[config.mk]
export PLATFORM = sky130hd
export DESIGN_NAME = coherentCache
export DESIGN_NICKNAME = d
export VERILOG_FILES = /design/src/hw/coherencePkg.sv /design/src/hw/coherentCache.sv
export VERILOG_INCLUDE_DIRS = /design/src /design/src/hw
export SDC_FILE = /design/constraint.sdc
export NUM_CORES = 1
export LEC_CHECK = 0
export BUFFER_PORTS_ARGS = -buffer_cell sky130_fd_sc_hd__clkbuf_2
export CAP_MARGIN = 20
export CELL_PAD_IN_SITES_DETAIL_PLACEMENT = 0
export CELL_PAD_IN_SITES_GLOBAL_PLACEMENT = 1
export CORE_MARGIN = 5
export CORE_UTILIZATION = 42
export CTS_BUF_LIST = sky130_fd_sc_hd__clkbuf_8
export CTS_CLUSTER_SIZE = 24
export DETAILED_ROUTE_END_ITERATION = 10
export HOLD_SLACK_MARGIN = 0.06
export PLACE_DENSITY_LB_ADDON = 0.08
export SETUP_SLACK_MARGIN = 0.2
export SLEW_MARGIN = 20
export SYNTH_ARGS = -nofsm -noshare
export SYNTH_HDL_FRONTEND = slang
export SYNTH_SLANG_ARGS = --single-unit
[constraint.sdc]
create_clock -name clock -period 5.5 [get_ports clock]
set_clock_uncertainty 0.2 [all_clocks]
set_input_delay 0.55 -clock clock [delete_from_list [all_inputs] [get_ports clock]]
set_output_delay 0.55 -clock clock [all_outputs]
set_load 0.05 [all_outputs]
[src/hw/coherence_defs.svh]
`ifndef COHERENCE_DEFS_SVH
`define COHERENCE_DEFS_SVH

// Word address width. Every address names one 32-bit word.
`define COH_ADDR_WIDTH 8

`define COH_DATA_WIDTH 32

// Two index bits give four lines per cache. The tag is the rest of the address.
`define COH_INDEX_WIDTH 2

// Number of processor ports, each with its own cache.
`define COH_NUM_CACHES 2

`endif

[src/hw/coherencePkg.sv]
`include "coherence_defs.svh"

package coherencePkg;

	// MOESI line states. Invalid is zero so a cleared state array reads as empty.
	typedef enum logic [2:0] {
		Invalid   = 3'd0,
		Shared    = 3'd1,
		Exclusive = 3'd2,
		Owned     = 3'd3,
		Modified  = 3'd4
	} lineStateT;

	typedef enum logic [2:0] {
		BusIdle = 3'd0,
		BusRd   = 3'd1,
		BusRdX  = 3'd2,
		BusUpgr = 3'd3,
		BusWb   = 3'd4
	} busOpT;

	typedef struct packed {
		logic valid;
		logic write;
		logic [`COH_ADDR_WIDTH-1:0] addr;
		logic [`COH_DATA_WIDTH-1:0] wrData;
	} cpuReqT;

	typedef struct packed {
		logic done;
		logic [`COH_DATA_WIDTH-1:0] rdData;
	} cpuRespT;

	// The data field only carries a value for BusWb.
	typedef struct packed {
		busOpT op;
		logic [`COH_ADDR_WIDTH-1:0] addr;
		logic [`COH_DATA_WIDTH-1:0] data;
	} busCmdT;

	typedef struct packed {
		logic shared;
		logic owned;
		logic [`COH_DATA_WIDTH-1:0] data;
	} snoopRespT;

	typedef struct packed {
		logic done;
		logic shared;
		logic [`COH_DATA_WIDTH-1:0] data;
	} busRespT;

endpackage : coherencePkg

[src/hw/coherentCache.sv]
`timescale 1ns/1ps
`include "coherence_defs.svh"

module coherentCache (
	input logic clock,
	input logic rstN,
	input coherencePkg::cpuReqT cpuReq,
	output coherencePkg::cpuRespT cpuResp,
	output logic busRequest,
	input logic busGrant,
	output coherencePkg::busCmdT busCmd,
	input coherencePkg::busRespT busResp,
	input coherencePkg::busCmdT snoopCmd,
	output coherencePkg::snoopRespT snoopResp
);
	localparam int Lines = 1 << `COH_INDEX_WIDTH;
	localparam int TagWidth = `COH_ADDR_WIDTH - `COH_INDEX_WIDTH;

	typedef enum logic [1:0] {
		Idle,
		WriteBack,
		Fill,
		Upgrade
	} ctrlStateT;

	ctrlStateT ctrlState;

	logic [TagWidth-1:0] tagArr [Lines];
	coherencePkg::lineStateT stateArr [Lines];
	logic [`COH_DATA_WIDTH-1:0] dataArr [Lines];

	logic [`COH_INDEX_WIDTH-1:0] reqIndex;
	logic [`COH_INDEX_WIDTH-1:0] snoopIndex;
	logic [TagWidth-1:0] reqTag;
	logic [TagWidth-1:0] snoopTag;
	coherencePkg::lineStateT reqState;
	coherencePkg::lineStateT snoopState;
	logic reqHit;
	logic victimDirty;
	logic snoopHit;
	logic snoopConflict;

	assign reqIndex = cpuReq.addr[`COH_INDEX_WIDTH-1:0];
	assign reqTag = cpuReq.addr[`COH_ADDR_WIDTH-1:`COH_INDEX_WIDTH];
	assign reqState = stateArr[reqIndex];
	assign reqHit = reqState != coherencePkg::Invalid && tagArr[reqIndex] == reqTag;

	// On a miss the slot holds the victim; it must go back to memory if this cache owns it.
	assign victimDirty = reqState == coherencePkg::Modified || reqState == coherencePkg::Owned;

	assign snoopIndex = snoopCmd.addr[`COH_INDEX_WIDTH-1:0];
	assign snoopTag = snoopCmd.addr[`COH_ADDR_WIDTH-1:`COH_INDEX_WIDTH];
	assign snoopState = stateArr[snoopIndex];
	assign snoopHit = snoopCmd.op != coherencePkg::BusIdle
		&& snoopState != coherencePkg::Invalid
		&& tagArr[snoopIndex] == snoopTag;

	// A bus command on the same slot holds off the processor for one cycle,
	// so the two sides never update one line together.
	assign snoopConflict = snoopCmd.op != coherencePkg::BusIdle && snoopIndex == reqIndex;

	// A victim taken away by a snoop while waiting needs no write-back.
	assign busRequest = (ctrlState == WriteBack) ? victimDirty : (ctrlState != Idle);

	always_comb begin
		busCmd = '0;
		if (busGrant) begin
			unique case (ctrlState)
				WriteBack: begin
					busCmd.op = coherencePkg::BusWb;
					busCmd.addr = {tagArr[reqIndex], reqIndex};
					busCmd.data = dataArr[reqIndex];
				end
				Fill: begin
					busCmd.op = cpuReq.write ? coherencePkg::BusRdX : coherencePkg::BusRd;
					busCmd.addr = cpuReq.addr;
				end
				Upgrade: begin
					// The shared copy may have been invalidated while waiting for the bus.
					busCmd.op = reqHit ? coherencePkg::BusUpgr : coherencePkg::BusRdX;
					busCmd.addr = cpuReq.addr;
				end
				default: begin
				end
			endcase
		end
	end

	always_comb begin
		snoopResp = '0;
		if (snoopHit) begin
			snoopResp.shared = 1'b1;
			if ((snoopCmd.op == coherencePkg::BusRd || snoopCmd.op == coherencePkg::BusRdX)
					&& (snoopState == coherencePkg::Modified
					|| snoopState == coherencePkg::Owned)) begin
				snoopResp.owned = 1'b1;
				snoopResp.data = dataArr[snoopIndex];
			end
		end
	end

	always_ff @(posedge clock) begin
		if (!rstN) begin
			ctrlState <= Idle;
			cpuResp.done <= 1'b0;
			for (int i = 0; i < Lines; i++) begin
				stateArr[i] <= coherencePkg::Invalid;
			end
		end else begin
			cpuResp.done <= 1'b0;

			if (snoopHit) begin
				case (snoopCmd.op)
					coherencePkg::BusRd: begin
						if (snoopState == coherencePkg::Modified) begin
							stateArr[snoopIndex] <= coherencePkg::Owned;
						end else if (snoopState == coherencePkg::Exclusive) begin
							stateArr[snoopIndex] <= coherencePkg::Shared;
						end
					end
					coherencePkg::BusRdX, coherencePkg::BusUpgr: begin
						stateArr[snoopIndex] <= coherencePkg::Invalid;
					end
					default: begin
					end
				endcase
			end

			unique case (ctrlState)
				Idle: begin
					// The done cycle is skipped because the request seen then is the one just served.
					if (cpuReq.valid && !cpuResp.done && !snoopConflict) begin
						if (reqHit && !cpuReq.write) begin
							cpuResp.done <= 1'b1;
							cpuResp.rdData <= dataArr[reqIndex];
						end else if (reqHit && (reqState == coherencePkg::Modified
								|| reqState == coherencePkg::Exclusive)) begin
							dataArr[reqIndex] <= cpuReq.wrData;
							stateArr[reqIndex] <= coherencePkg::Modified;
							cpuResp.done <= 1'b1;
						end else if (reqHit) begin
							ctrlState <= Upgrade;
						end else if (victimDirty) begin
							ctrlState <= WriteBack;
						end else begin
							ctrlState <= Fill;
						end
					end
				end
				WriteBack: begin
					if (!victimDirty) begin
						ctrlState <= Fill;
					end else if (busGrant && busResp.done) begin
						stateArr[reqIndex] <= coherencePkg::Invalid;
						ctrlState <= Fill;
					end
				end
				Fill, Upgrade: begin
					if (busGrant && busResp.done) begin
						tagArr[reqIndex] <= reqTag;
						cpuResp.done <= 1'b1;
						ctrlState <= Idle;
						if (cpuReq.write) begin
							dataArr[reqIndex] <= cpuReq.wrData;
							stateArr[reqIndex] <= coherencePkg::Modified;
						end else begin
							dataArr[reqIndex] <= busResp.data;
							cpuResp.rdData <= busResp.data;
							stateArr[reqIndex] <= busResp.shared ? coherencePkg::Shared
								: coherencePkg::Exclusive;
						end
					end
				end
			endcase
		end
	end

	assert property (@(posedge clock) disable iff (!rstN) cpuResp.done |-> cpuReq.valid)
		else $error("Done pulsed with no valid processor request");

endmodule : coherentCache

# Word-level counts from Yosys, hierarchy flattened
# Memory sizes are Yosys's and may differ from the RTL's.
# Cells that the tools add are included.
# totals
n_memories	3
output_inout_bits	111
ram_bits	164
elab_cells	141
register_bits	35
inputBits	122
# op_classes
n_reduce_logical	29
bitwise	7
n_mux	77
eq_ne	22
# memory_table
name	depth	word_bits	read_ports	rd_clocked_by_memory_dff	write_ports	line_no	rtl
dataArr	4	32	2	0	1	coherentCache.sv:30	logic [`COH_DATA_WIDTH-1:0] dataArr [Lines];
tagArr	4	6	2	0	1	coherentCache.sv:28	logic [TagWidth-1:0] tagArr [Lines];
stateArr	4	3	2	0	4	coherentCache.sv:29	coherencePkg::lineStateT stateArr [Lines];
# op_table
op	n
$mux W32	5
$mux W33	3
$pmux W33 S2	1
$mux W1	45
$mux W43	1
$mux W34	1
$pmux W11 S3	1
$mux W2	12
$mux W3	7
$eq A3 B2 Y1 const B	6
$eq A6 B6 Y1	2
$ne A2 B2 Y1 const B	6
$logic_and A1 B1 Y1	10
$reduce_bool A3 Y1	3
$or A1 B1 Y1	7
$eq A3 B3 Y1 const B	2
$pmux W2 S3	1
$reduce_and A6 Y1	1
$reduce_or A3 Y1	2
$reduce_and A5 Y1	1
$eq A2 B2 Y1 const B	2
$logic_or A1 B1 Y1	4
$reduce_bool A2 Y1	2
$reduce_or A2 Y1	2
6 further kinds	8

# Logic depth before layout (Yosys ltp)
# An unclocked memory read counts as a cell.
# logic_depth
depth_word	15
depth_mapped	9
depth_no_buf	6

# Worst setup path before layout
# OpenSTA, ideal clock, no wires.
# synth_path
kind	input to register
from	input port cpuReq[32] (netlist bit)
to	register cpuResp[0] (netlist bit) (enable)
setup_ps	468
stages	8
t_required_ps	4832
path_buffers	2
setup_slack_ps	72
arrival_time_ps	4760
path_cell_list	buf_2 buf_6 mux4_2 xor2_1 or4_4 nor2_1 a31oi_1 nor3b_1
# synth_via
elab_chain_cells	6
elab_cells_between_ends	13
cone_classes	4 x eq/ne; 7 x reduce/logical; 2 x memory
# synth_lines
item	line_no	rtl
from (decl)	coherentCache.sv:7	input coherencePkg::cpuReqT cpuReq,
$mem_v2 Z4 W6, or another cell as far along	--	
$eq A6 B6 Y1, or another cell as far along	coherentCache.sv:46	assign reqHit = reqState != coherencePkg::Invalid && tagArr[reqIndex] == reqTag;
$logic_and A1 B1 Y1 / $logic_not A1 Y1 (equally long branches)	coherentCache.sv:46, coherentCache.sv:132	
$logic_and A1 B1 Y1, on equally long branches	coherentCache.sv:133, coherentCache.sv:132	
$ne A2 B2 Y1 (no line)	--	
$reduce_and A6 Y1 (no line) *	--	
to (decl)	coherentCache.sv:8	output coherencePkg::cpuRespT cpuResp,
# Mark *: on every way between the ends. The rest lies on a longest branch, timed or not.
# A chain may end at the register's enable or synchronous reset.

==> metrics.md <==
| Metric | Value |
|---|---|
| Worst endpoint data arrival time | `3.83 ns` |
| Combinational Power Share | `16.8%` |
| Crit path max-delay family | `simple AND/OR/NAND/NOR gates` |
| Max-cap violations | `0` |
| RSZ-0062 raised after global routing | `false` |
| Worst setup SP type | `register` |
| CP endpoint kind | `output port` |
| Post-Synthesis Cells | `651` |
| Drt wl/cell | `24.0 µm` |
| Ys async rst share | `0%` |
| Sequential cell area fraction in the yosys report | `58.1%` |
| Die ar. | `27600 µm²` |
| Total area of sequential cells | `5950 µm²` |
| Root Buffer | `clkbuf_8` |
| Layout fillers | `2132` |
| Worst min-delay path class | `in2reg` |
| Yosys Warn Count | `0` |
| Final Worst Setup Slack | `0.919 ns` |
| Syn_area_per_cell | `15.7 µm²` |
| Area of the multi-input gates | `4070 µm²` |
| CTS clk-pin slew, worst paths | `0.11 ns` |
| Final non-filler cell area | `12000 µm²` |
| I/O Buffers | `200` |
| Die height | `166 µm` |
| Largest family of logic cells by synthesized area | `multiplexers` |
| Residual DRC count | `0` |
| Fin crit share | `83.3%` |
| Clk buf depth | `2` |
| First-pass GRT wire length | `43300 µm` |
| Routed WL | `28100 µm` |
| Via Count | `6715` |
| Post-synthesis mux area share | `22.2%` |
| P&R area growth vs syn | `17.6%` |
| Status | `finished, final reports clean` |
| Final hold vios | `0` |
| Pre-Repair DR Iteration Count | `5` |
| CTS buffer count | `17` |
| Crit path max-delay cell type | `or4_4` |
| Final min period | `4.58 ns` |
| Compound-Gate Fraction of Synth Area | `5.67%` |
| Setup CP Type | `reg2out` |
| Slew at the pin closest to its max-slew limit | `1.03 ns` |
| CP peak stage delay | `0.52 ns` |
| RD Place Congestion | `0.790` |
| Pwr Density | `268 nW/µm²` |
| DRT iter0 DRCs | `369` |
| NetSw | `907 µW` |
| Synth Cell Area | `10200 µm²` |
| Post-synth EDFFs | `196` |
| Clk_lat worst skew | `0.46 ns` |
| Rows | `57` |
| Fin Setup TNS | `0 ns` |
| Max-slew headroom | `30.6%` |
| Crit path cell chain | `mux4_2 -> xor2_1 -> or4_4 -> nor4_4 -> o221ai_4 -> buf_4 -> nor2b_1 -> clkbuf_2` |
| Vias in the first global route | `7369` |
| P_leak | `0.00446 µW` |
| Gr ovfl total | `0` |
| Max IR drop VDD | `0.166 mV` |
| CP Max Fanout | `22` |
| Final Slew Violations | `0` |
| Largest net degree at the start of global routing | `52` |
| IO Pins | `233` |
| Initial Utilization | `42.3%` |
| Die extent in x | `166 µm` |
| Synth Area in XOR/XNOR | `1.03%` |
| Final setup viols | `0` |
| Top FF cell, synth | `edfxtp_1` |
| DRT antenna net count | `0` |
| Simple-Gate Fraction of Synth Area | `10.1%` |
| Fmax | `0.218 GHz` |
| Post-DP Area | `11600 µm²` |
| Buf/Inv on CP | `2` |
| Ant diodes | `0` |
| Netlist cell types | `50` |
| H-Tree Depth | `4` |
| Net count, final | `954` |
| CTS tree | `built` |
| Area of the core | `24200 µm²` |
| Place WS | `0.868 ns` |
| Req. time, crit path | `4.75 ns` |
| Setup bufs post-CTS | `0` |
| Ratio of cells with drive above 1 in the final layout | `46.3%` |
| Pwr Total | `3220 µW` |
| GRT Total Usage | `20.3%` |
| Worst hold slack | `0.152 ns` |
| CTS sink count | `199` |
| Post-CTS Resized | `0` |
| HPWL after detailed placement | `19400 µm` |
| Sw Share | `28.2%` |
| Synthesized flop and latch total | `199` |
| Post-Synth Adder-Cell Area | `0%` |
| Mapped Nets | `773` |
| Post-CTS Hold Fix Bufs | `0` |
| Int Pwr | `2310 µW` |
| Vias per cell | `5.74` |
| Clk pwr share | `29.7%` |
| Initial antenna violation count | `2` |
| Seq pwr share | `53.5%` |
-- metrics by stage --
step	instances	util, %
global placement	1135	47.9
global route	1169	49.8
detailed placement	1136	48.0
floorplan	651	-
CTS	1168	49.7
finish	1169	49.8
-- layout by cell type, fill, tap and decap left out, types with 4 or more instances in the layout --
cell      Yosys  final
xor2_1        7      7
a32o_1        4      4
and2_1        4      4
mux2_2       34     34
nor4_1        6      6
inv_6         0      4
nor2_1       50     46
xnor2_1       5      5
clkbuf_2      0    198
a22oi_1      36     36
a31o_2        5      5
buf_4         1     19
clkbuf_8      0     17
nand2_1      12     12
mux2i_1       4      4
edfxtp_1    196    196
mux4_2       81     81
and3_1       36     35
a41o_1        4      4
nor2_4        0      4
nand2b_1      9      9
nor2b_2       6      6
nand3_1       4      4
inv_1         8      8
nor3_1        6      5
nor2b_1      33     32
a21oi_1       4      4
-- worst paths after layout --
check	start	slack, ns	end	cells after the start
min reg2reg	ctrlState[0]$_SDFFE_PN0P_	0.44	ctrlState[0]$_SDFFE_PN0P_	2
max reg2reg	tagArr[3][0]$_DFFE_PP_	1.73	dataArr[2][4]$_DFFE_PP_	7
max	tagArr[0][1]$_DFFE_PP_	0.92	snoopResp[18]	8
min	cpuReq[35]	0.15	tagArr[0][1]$_DFFE_PP_	1
-- synthesized netlist by cell type, drive strengths merged, types with 2 or more instances --
master  count  area (µm²)
a21oi       5        28.8
a22oi      36         270
a31o        5        43.8
a31oi       3        18.8
a32o        4        40.0
a41o        4        40.0
and2        4        25.0
and3       36         225
buf        17         113
clkbuf     40         150
dfxtp       3        60.1
edfxtp    196        5890
inv         8        30.0
mux2       34         383
mux2i       4        40.0
mux4       82        1850
nand2      12        45.0
nand2b      9        56.3
nand3       4        20.0
nand4       2        12.5
nor2       50         188
nor2b      39         259
nor3        6        30.0
nor3b       4        30.0
nor4        8        80.1
nor4b       2        17.5
o211ai      3        22.5
o21ai       3        15.0
o21bai      3        22.5
o311a       2        20.0
or4         2        22.5
xnor2       5        43.8
xor2        7        61.3
-- sequential cells by signal (all words and copies together) (netlist names) --
register and count:
cpuResp 33, stateArr 12, dataArr 128, ctrlState 2, tagArr 24
-- routing by layer --
metal  wire length [µm]  share of wire, %  vias up  global-route usage [%]
met5                 27             0.096        -                       0
met4                388               1.4        4                    5.27
met3               1820               6.5       34                    4.90
met2              14900                53      248                    35.9
met1              11000                39     3437                    25.1
li1                   -                 -     2992                       -
-- area by class of cell --
| type | instances | share of cell area, % |
|---|---|---|
| sequential | 199 | 49.4 |
| multi-input combinational | 387 | 33.8 |
| timing repair buffer | 219 | 9.82 |
| tap | 324 | 3.37 |
| clock buffer | 17 | 1.94 |
| clock inverter | 15 | 1.38 |
| inverter | 8 | 0.250 |
-- cells by family after synthesis --
group,count (synthesis)
mux,120
xor+xnor,12
flops,199
compound gates,74
buf+inv,65
simple gates,181
-- power by group through the flow --
stage	logic (µW)	clock network, µW	registers, µW
6_report	540	957	1720
5_1_grt	580	1040	1730
4_1_cts	539	980	1720
3_5_place_dp	538	0	1760
3_3_place_gp	527	0	1760
2_1_floorplan	368	0	1760
-- worst reg2reg max path: cells and delay by family (launching register included) --
| family | cells | cell delay (ns) |
|---|---|---|
| AOI/OAI and AO/OA | 1 | 0.22 |
| xor gates and xnor gates | 1 | 0.16 |
| buffers and inverters | 1 | 0.45 |
| DFF | 1 | 0.39 |
| muxes | 1 | 0.52 |
| and+or+nand+nor | 3 | 1.48 |
(Power assumes the default switching activity.)
