**src/hw/coherence_defs.svh**
```systemverilog
`ifndef COHERENCE_DEFS_SVH
`define COHERENCE_DEFS_SVH

// Word address width. Every address names one 32-bit word.
`define COH_ADDR_WIDTH 8

`define COH_DATA_WIDTH 32

// Two index bits give four lines per cache. The tag is the rest of the address.
`define COH_INDEX_WIDTH 2

// Number of processor ports, each with its own cache.
`define COH_NUM_CACHES 2

`endif

```
**src/hw/coherencePkg.sv**
```systemverilog
`include "coherence_defs.svh"

package coherencePkg;

	// MOESI line states. Invalid is zero so a cleared state array reads as empty.
	typedef enum logic [2:0] {
		Invalid   = 3'd0,
		Shared    = 3'd1,
		Exclusive = 3'd2,
		Owned     = 3'd3,
		Modified  = 3'd4
	} lineStateT;

	typedef enum logic [2:0] {
		BusIdle = 3'd0,
		BusRd   = 3'd1,
		BusRdX  = 3'd2,
		BusUpgr = 3'd3,
		BusWb   = 3'd4
	} busOpT;

	typedef struct packed {
		logic valid;
		logic write;
		logic [`COH_ADDR_WIDTH-1:0] addr;
		logic [`COH_DATA_WIDTH-1:0] wrData;
	} cpuReqT;

	typedef struct packed {
		logic done;
		logic [`COH_DATA_WIDTH-1:0] rdData;
	} cpuRespT;

	// The data field only carries a value for BusWb.
	typedef struct packed {
		busOpT op;
		logic [`COH_ADDR_WIDTH-1:0] addr;
		logic [`COH_DATA_WIDTH-1:0] data;
	} busCmdT;

	typedef struct packed {
		logic shared;
		logic owned;
		logic [`COH_DATA_WIDTH-1:0] data;
	} snoopRespT;

	typedef struct packed {
		logic done;
		logic shared;
		logic [`COH_DATA_WIDTH-1:0] data;
	} busRespT;

endpackage : coherencePkg

```
**src/hw/snoopyBus.sv**
```systemverilog
`timescale 1ns/1ps
`include "coherence_defs.svh"

module snoopyBus (
	input logic [`COH_NUM_CACHES-1:0] busGrant,
	input coherencePkg::busCmdT masterCmd [`COH_NUM_CACHES],
	output coherencePkg::busRespT masterResp [`COH_NUM_CACHES],
	output coherencePkg::busCmdT snoopCmd [`COH_NUM_CACHES],
	input coherencePkg::snoopRespT snoopResp [`COH_NUM_CACHES],
	output coherencePkg::busCmdT memCmd,
	input logic [`COH_DATA_WIDTH-1:0] memRdData,
	input logic clock,
	input logic rstN
);
	localparam int NumCaches = `COH_NUM_CACHES;

	coherencePkg::busCmdT grantedCmd;
	coherencePkg::busRespT resp;
	logic [NumCaches-1:0] ownedBits;
	logic [NumCaches-1:0] sharedBits;
	logic [`COH_DATA_WIDTH-1:0] ownerData;
	logic anyOwned;
	logic anyShared;
	logic needMem;
	logic memWait;
	logic sharedHold;

	always_comb begin
		grantedCmd = '0;
		ownerData = '0;
		for (int i = 0; i < NumCaches; i++) begin
			if (busGrant[i]) begin
				grantedCmd = masterCmd[i];
			end
			ownedBits[i] = snoopResp[i].owned;
			sharedBits[i] = snoopResp[i].shared;
			if (snoopResp[i].owned) begin
				ownerData = snoopResp[i].data;
			end
		end
	end

	assign anyOwned = |ownedBits;
	assign anyShared = |sharedBits;

	// Reads go to memory only when no cache owns the line.
	always_comb begin
		case (grantedCmd.op)
			coherencePkg::BusRd, coherencePkg::BusRdX: needMem = !anyOwned;
			coherencePkg::BusWb: needMem = 1'b1;
			default: needMem = 1'b0;
		endcase
	end

	assign memCmd = (needMem && !memWait) ? grantedCmd : '0;

	// In the second cycle of a memory access the snoop has already been served.
	always_comb begin
		resp = '0;
		if (memWait) begin
			resp.done = 1'b1;
			resp.shared = sharedHold;
			resp.data = memRdData;
		end else if (grantedCmd.op != coherencePkg::BusIdle && !needMem) begin
			resp.done = 1'b1;
			resp.shared = anyShared;
			resp.data = ownerData;
		end
	end

	always_comb begin
		for (int i = 0; i < NumCaches; i++) begin
			masterResp[i] = busGrant[i] ? resp : '0;
			snoopCmd[i] = (busGrant[i] || memWait) ? '0 : grantedCmd;
		end
	end

	always_ff @(posedge clock) begin
		if (!rstN) begin
			memWait <= 1'b0;
		end else begin
			memWait <= needMem && !memWait;
		end
	end

	always_ff @(posedge clock) begin
		sharedHold <= anyShared;
	end

	assert property (@(posedge clock) disable iff (!rstN) $onehot0(ownedBits))
		else $error("Two caches claim ownership of the same line");

endmodule : snoopyBus

```
**config.mk**
```make
export PLATFORM = sky130hd
export DESIGN_NAME = snoopyBus
export DESIGN_NICKNAME = d
export VERILOG_FILES = /design/src/hw/coherencePkg.sv /design/src/hw/snoopyBus.sv
export VERILOG_INCLUDE_DIRS = /design/src /design/src/hw
export SDC_FILE = /design/constraint.sdc
export NUM_CORES = 1
export LEC_CHECK = 0
export ABC_CLOCK_PERIOD_IN_PS = 2100
export BUFFER_PORTS_ARGS = -buffer_cell sky130_fd_sc_hd__buf_2
export CAP_MARGIN = 20
export CORE_AREA = 2 2 148 150
export CTS_CLUSTER_SIZE = 40
export DETAILED_ROUTE_END_ITERATION = 6
export DIE_AREA = 0 0 150 152
export HOLD_SLACK_MARGIN = 0.05
export PLACE_DENSITY = 0.5
export SETUP_SLACK_MARGIN = 0.3
export SYNTH_ARGS = -nofsm -noshare
export SYNTH_HDL_FRONTEND = slang
export SYNTH_SLANG_ARGS = --single-unit
```
**constraint.sdc**
```tcl
create_clock -name clock -period 2.1 [get_ports clock]
set_clock_uncertainty 0.2 [all_clocks]
set_input_delay 0.21 -clock clock [delete_from_list [all_inputs] [get_ports clock]]
set_output_delay 0.21 -clock clock [all_outputs]
set_load 0.05 [all_outputs]
```
# --- After elaboration in Yosys (flattened, before gate mapping) ---
# Cells that the tools add are included.
op_classes:
  n_eq_ne: 3
  mux: 12
  reduce_logical: 11
ops:
  columns: ["cell", "n"]
  rows:
  - ["43-bit 2-to-1 mux", 5]
  - ["34-bit 2-to-1 mux", 4]
  - ["32-bit 2-to-1 mux", 2]
  - ["2-bit OR reduction", 3]
  - ["3-bit by 1-bit == test with 1-bit output, second input constant", 1]
  - ["3-bit by 2-bit == test with 1-bit output, second input constant", 1]
  - ["3-bit == test, second input constant", 1]
  - ["1-bit zero test", 3]
  - ["3-bit nonzero test", 1]
  - ["1-bit logical AND", 2]
  - ["1-bit logical OR", 2]
  - ["1-bit one-hot mux with 2 select lines", 1]
word_totals:
  register_bits: 2
  in_bits: 190
  out_inout_bits: 197
  elab_cells: 28

# --- Logic depth before layout (Yosys ltp) ---
# Gate-level depths: netlist of run 1.
logic_depth:
  depth_word: 10
  ltp_mapped: 7
  depth_no_buf: 4

# --- Worst setup path after synthesis of run 1 ---
# OpenSTA, ideal clock, no wires.
synth_timing:
  kind: "input port to output port"
  start: "input port busGrant[0]"
  end: "output port memCmd[40] (netlist bit)"
  arrival_time_ns: 2.451
  t_required_ns: 1.690
  slack_ns: -0.761
  path_stages: 3
  n_path_buf: 0
  cell_sequence: "and3b_1 > or4_4 > nor4_1"
synth_lines:
  columns: ["item", "line_no", "rtl"]
  rows:
  - ["from (decl)", "snoopyBus.sv:5", "input logic [`COH_NUM_CACHES-1:0] busGrant,"]
  - ["to (decl)", "snoopyBus.sv:10", "output coherencePkg::busCmdT memCmd,"]

==> metrics, run 1 <==
DRT Pass-1 Iters 5; port bufs 386; Post-synth EDFFs 0; drt total wl 24.2 mm; Leak 4.20 nW; Worst Path Arrival 1960 ps; row cnt 54; # IOs 387; post-synth net total 723; hold_ws 49.6 ps; failing checks setup timing; Post-Syn Area 3020 um2; Clk pwr share 0.081; grt met2 use 0.331; Synth area leader nor3_2; Post-route DRC 0; pin count of the biggest net entering global routing 51; layout cells sized above 1 0.763; Core ar. 21400 um2; Final nets 1184; dpl ws -339 ps; part of the cycle the worst path needs 1.13; Worst EP required 1690 ps; Top Usage Layer GRT met2; grt met3 use 0.0219; top cells by area, synth nor3_2 (13%), nand2_1 (13%), a21oi_1 (11%); combinational share of power 0.907; Hold Path Class primary input to flip-flop; Clock Latency Late Sink 220 ps; asr flop ratio synth 0; clock root buffer clkbuf_16; H-tree levels 1; nature of the critical path startpoint primary input; Worst Setup End Kind output port; Initial Utilization 0.142; initial antenna violation count 1; Psw 1.97 mW; Die Width 150 um; synthesized flop and latch total 2; Post-DP HPWL 16.1 mm; status complete, but fails checks; Synth top cells by count nand2_1 (101), a21oi_1 (67), clkbuf_1 (58); P&R area growth vs syn 242%; MaxCap Viol Count 0; Reg-to-Reg Start memWait; Post-Layout Cell Count 1273; CTS tree done; detailed-route vias per instance 4.73; hold path startpoint rstN; met1 Usage GRT 0.203; clk slew on worst S/H paths 30 ps; number of DRC markers in iteration 0 239; diode count 0; Crit Path Max Fanout 4; Final Util 0.485; vias in the first global route 5698; Pint 1.70 mW; Tot GR Track Use 0.173; Netlist cell types 32; Vias 6027; Synth top area share 0.132; endpoints failing setup 109; Die Area 22800 um2; worst slew pin tran 653 ps; Final Cell Area 10300 um2; critical path class primary input to output port; flop-to-flop setup slack 1130 ps; total clock sinks 2; maximum buffer depth of the clock tree 2; Post-Synthesis Cells 533; routability congestion estimate 0.832; setup TNS -20840 ps; pwr/cell area 354 nW/um2; post-route ant nets 0; Primary FF master, synth dfxtp_1; fin crit period 2370 ps; Final Slew Violations 0; most common cell in the netlist nand2_1; RSZ-0062 raised after global routing yes; dpl cells 1222; Max VDD drop 245 uV; Post-DP Area 7110 um2; sequential-to-total area share from yosys stat 0.0132; Total Power 3.67 mW; first-pass GRT wire length 31.8 mm; sequential power share 0.012; switch share 0.537; Final Hold Viols 0; Worst Setup SP masterCmd[85]; Worst slew margin 0.565; global route total overflow 0; Max Fclk 423 MHz; CTS Buf Count 3; Syn Area/Cell 5.67 um2; setup slack after layout -265 ps; Synthesis Warnings 0; die height 152 um; mean routed wirelength per cell 19.0 um
## placed cells by master (no fill, tap or decap), drive strengths merged, types with 13 or more instances in the layout
cell	netlist	final
buf	15	518
nand2	101	101
a21oi	67	67
nor2	47	47
and3	44	44
nor3	41	41
a22oi	40	40
nor2b	33	33
nand3b	32	32
a31oi	32	32
clkbuf	58	13
## per-layer routing
layer,share of wire,wire [um]
met5,0.00074,18
met4,0.026,637
met3,0.060,1450
met2,0.54,13100
met1,0.37,8950
## worst max-delay path, cell delays in order
cell	delay, ps
buf_6	90
and3b_1	180
or4_4	500
o31a_4	340
buf_12	150
buf_16	130
nor3_4	160
buf_6	180
## what timing repair did
item | CTS | global route
hold buffers | 1 | 0
pin swaps | 23 | 106
gates resized for setup | 299 | 405
cloned | 7 | 12
endpoints found under the hold margin | 1 | 0
setup endpoints to repair | 197 | 197
setup buffers | 7 | 20
## registers in the layout, indices dropped and copies added (netlist names)
name	count
sharedHold	1
memWait	1
## worst paths after layout
| check | to | cells past startpoint |
|---|---|---|
| worst max-delay path | memCmd[2] | 8 |
| worst min-delay path | memWait | 2 |
| worst max register to register | memWait | 2 |
| worst min register to register | memWait | 2 |
## cell families (layout without fill, tap and decap cells)
logic type,count (synthesis),count (layout),share of synthesized area
buf+inv,74,534,0.106
simple gates,308,308,0.579
compound gates,148,148,0.298
flops,2,2,0.0132
mux,1,1,0.00372
## power by group through the flow
stage                     Combinational, mW  Sequential, mW  Clock, mW
after global routing                   3.46          0.0446      0.307
after detailed placement               2.46          0.0446          0
after CTS                              2.84          0.0449      0.302
after global placement                 2.46          0.0445          0
after floorplan                        1.69          0.0413          0
final                                  3.32          0.0443      0.297
## area by class of cell
type / count / area [um2]
timing repair buffer: 528 / 5480
sequential: 2 / 43.8
clock buffer: 4 / 78.8
fill: 1913 / 11000
tap: 280 / 350
inverter: 1 / 16.3
multi-input combinational: 457 / 4370
timing repair inverter: 1 / 8.76
No activity file was read; power rests on OpenSTA's default activity.
==> run 2: changes to the inputs <==
SKIP_CTS_REPAIR_TIMING = 1   (was not set)
==> metrics, run 2 (same netlist as run 1, synthesis figures left out) <==
failing checks setup timing; flop-to-flop setup slack 1130 ps; critical path class primary input to output port; worst slew pin tran 573 ps; fin crit period 2360 ps; drt total wl 20.7 mm; hold_ws 49.4 ps; MaxCap Viol Count 0; Leak 3.74 nW; pwr/cell area 374 nW/um2; Post-route DRC 0; pin count of the biggest net entering global routing 51; Total Power 3.04 mW; # IOs 387; number of DRC markers in iteration 0 265; commonest non-fill, non-tap cell in the layout buf_2; maximum buffer depth of the clock tree 2; routability congestion estimate 0.832; Die Area 22800 um2; Reg-to-Reg Start memWait; part of the cycle the worst path needs 1.13; CTS tree done; dpl cells 1222; Worst Path Arrival 1950 ps; post-route ant nets 0; port bufs 386; Worst Setup End Kind output port; Final Hold Viols 0; r2r endpoint memWait; mean routed wirelength per cell 16.6 um; Hold Path Class primary input to flip-flop; Max VDD drop 227 uV; Final Slew Violations 0; CTS Buf Count 3; Top Usage Layer GRT met2; initial antenna violation count 1; grt met2 use 0.298; Clock Latency Late Sink 220 ps; die height 152 um; row cnt 54; Worst EP required 1690 ps; vias in the first global route 5322; Post-DP HPWL 16.1 mm; Final nets 1158; met1 Usage GRT 0.191; Initial Utilization 0.142; Tot GR Track Use 0.159; diode count 0; detailed-route vias per instance 4.53; global route total overflow 0; Post-Layout Cell Count 1247; CP endpoint memCmd[2]; first-pass GRT wire length 29.5 mm; layout cells sized above 1 0.698; endpoints failing setup 109; largest registers memWait: 1 flops, sharedHold: 1 flops; Worst slew margin 0.618; total clock sinks 2; grt met3 use 0.0216; Reg2Reg Depth 2; setup TNS -22340 ps; RSZ-0062 raised after global routing yes; most frequent cells in the layout buf_2 (288), nand2_1 (101), buf_4 (82); Max Fclk 423 MHz; setup slack after layout -264 ps; status complete, but fails checks; nature of the critical path startpoint primary input; Vias 5651; Worst Setup SP busGrant[1]; Crit Path Max Fanout 5; H-tree levels 1; P&R area growth vs syn 169%; DRT Pass-1 Iters 4; Die Width 150 um; Hold Path Cell Cnt 2; clock root buffer clkbuf_16; clk slew on worst S/H paths 30 ps; Core ar. 21400 um2
==> run 2: cell count changes in the layout (fill, tap and decap cells not counted), sizes merged <==
| cell | change |
|---|---|
| buf | -45 |
| clkbuf | +20 |
| clkinv | -1 |
==> run 2: how the worst min path moves through the flow <==
stage                   from    endpoint  slack, ps
2_1_floorplan  snoopResp[33]  sharedHold        120
3_3_place_gp   snoopResp[33]  sharedHold        210
3_5_place_dp   snoopResp[33]  sharedHold        210
4_1_cts        snoopResp[33]  sharedHold        -20
5_1_grt                 rstN     memWait         50
6_report                rstN     memWait         50
==> run 2: final cells by class <==
cell class,count,area (um2)
Sequential cell,2,43.8
Timing Repair Buffer,503,3850
Tap cell,280,350
Multi-Input combinational cell,457,3780
Clock buffer,4,78.8
Inverter,1,11.3
Fill cell,2199,13200
==> run 2: critical path, cell delays in order <==
cell    delay [ps]
buf_8          100
and2_4         150
or4_4          490
o31a_4         410
buf_4          160
buf_12         140
nor3_4         120
buf_6          180
==> run 2: per-layer routing <==
| layer | up-vias | part of all wire |
|---|---|---|
| li1 | 2762 | - |
| met1 | 2622 | 0.39 |
| met2 | 245 | 0.53 |
| met3 | 20 | 0.072 |
| met4 | 2 | 0.012 |
| met5 | - | 0.00087 |
==> run 2: through the flow <==
stage	util	area, um2	setup WS [ps]
floorplan	-	4220	-209
global placement	0.333	7110	-308
detailed placement	0.333	7110	-339
CTS	0.337	7190	-340
global route	0.381	8120	-313
finish	0.381	8120	-264
==> run 2: power breakdown <==
part           internal [mW]  total [mW]  switching, mW
registers             0.0402      0.0442        0.00400
clock network          0.250       0.295         0.0456
logic                  0.988        2.70           1.71
total                   1.28        3.04           1.76
==> run 3: changes to the inputs <==
MAX_ROUTING_LAYER = met4   (was not set)
==> metrics, run 3 (same netlist as run 1, synthesis figures left out) <==
status complete, but fails checks; Max Fclk 422 MHz; pwr/cell area 372 nW/um2; post-route ant nets 0; Hold Path Cell Cnt 2; routability congestion estimate 0.844; Post-DP HPWL 16.1 mm; setup TNS -22620 ps; failing checks setup timing; die height 152 um; vias in the first global route 5337; Final Slew Violations 0; port bufs 386; worst slew pin tran 563 ps; Worst Path Arrival 1960 ps; row cnt 54; area of the multi-input gates 3790 um2; critical path class primary input to output port; CTS Buf Count 3; Worst EP required 1690 ps; Reg2Reg Depth 2; clock root buffer clkbuf_16; commonest non-fill, non-tap cell in the layout buf_2; Final Hold Viols 0; Vias 5702; Reg area 43.8 um2; Crit Path Max Fanout 5; detailed-route vias per instance 4.56; total clock sinks 2; # IOs 387; Worst Setup End Kind output port; clk slew on worst S/H paths 30 ps; initial antenna violation count 1; dpl cells 1222; Clock Latency Late Sink 220 ps; endpoints failing setup 108; first-pass GRT wire length 29.5 mm; Tot GR Track Use 0.163; pin count of the biggest net entering global routing 51; Leak 3.79 nW; layout cells sized above 1 0.700; P&R area growth vs syn 175%; Die Width 150 um; most frequent cells in the layout buf_2 (263), nand2_1 (101), buf_4 (83); maximum buffer depth of the clock tree 2; global route total overflow 0; Die Area 22800 um2; nature of the critical path startpoint primary input; Post-route DRC 0; Post-DP Area 7110 um2; Worst slew margin 0.624; number of DRC markers in iteration 0 305; Hold Path Class primary input to flip-flop; H-tree levels 1; MaxCap Viol Count 0; crit-path max cell delay 490 ps; fin crit period 2370 ps; mean routed wirelength per cell 16.8 um; Final Cell Area 8310 um2; fillcell total 2178; crit path cell chain buf_8, and2_4, or4_4, o31a_4, buf_4, buf_12, nor3_4, buf_6; CTS tree done; drt total wl 21.1 mm; RSZ-0062 raised after global routing yes; Final nets 1161; Slowest-stage cell, CP or4_4; Post-Layout Cell Count 1251; dpl ws -339 ps; DRT Pass-1 Iters 4; Initial Utilization 0.142; part of the cycle the worst path needs 1.13; Total Power 3.09 mW; Max VDD drop 246 uV; Core ar. 21400 um2; largest registers memWait: 1 flops, sharedHold: 1 flops; setup slack after layout -267 ps
[run 3: changes by cell type in the layout (fill, tap and decap cells not counted), moves of 4 or more]
cell,delta
buf_6,+4
buf_2,-25
buf_8,+6
clkbuf_4,+14
[run 3: layout make-up]
| cell class | instances | area share |
|---|---|---|
| Inverter | 1 | 0.00196 |
| Sequential cell | 2 | 0.00527 |
| Clock buffer | 4 | 0.00948 |
| Multi-Input combinational cell | 457 | 0.456 |
| Timing Repair inverter | 1 | 0.00105 |
| Timing Repair Buffer | 505 | 0.484 |
| Tap cell | 280 | 0.0421 |
| Antenna cell | 1 | 0.000301 |
[run 3: metrics by stage]
stage	util	hold slack [ps]
6_report	0.389	48.8
3_3_place_gp	0.333	206
3_5_place_dp	0.333	209
4_1_cts	0.337	-17.3
5_1_grt	0.389	54.7
2_1_floorplan	-	124
[run 3: critical path, delay by kind of cell]
| kind | cells | cell delay [ps] |
|---|---|---|
| AOI/OAI and AO/OA | 1 | 400 |
| buffers and inverters | 4 | 580 |
| and+or+nand+nor | 3 | 760 |
[run 3: path summary, 6_finish.rpt]
check / from / to / slack, ps
worst min-delay path: rstN / memWait / 50
worst max-delay path: busGrant[1] / memCmd[11] / -270
worst min register to register: memWait / memWait / 450
worst max register to register: memWait / memWait / 1120
[run 3: report_power, final]
part	internal, mW	switching [mW]
registers	0.0402	0.00461
logic	1.03	1.72
clock network	0.250	0.0465
total	1.32	1.77
[run 3: layer usage]
metal	up-vias	wire length, um	global-route usage
li1	2777	-	-
met1	2647	8310	0.192
met2	256	11200	0.299
met3	22	1310	0.0168
met4	0	273	0.0288
met5	-	0	-
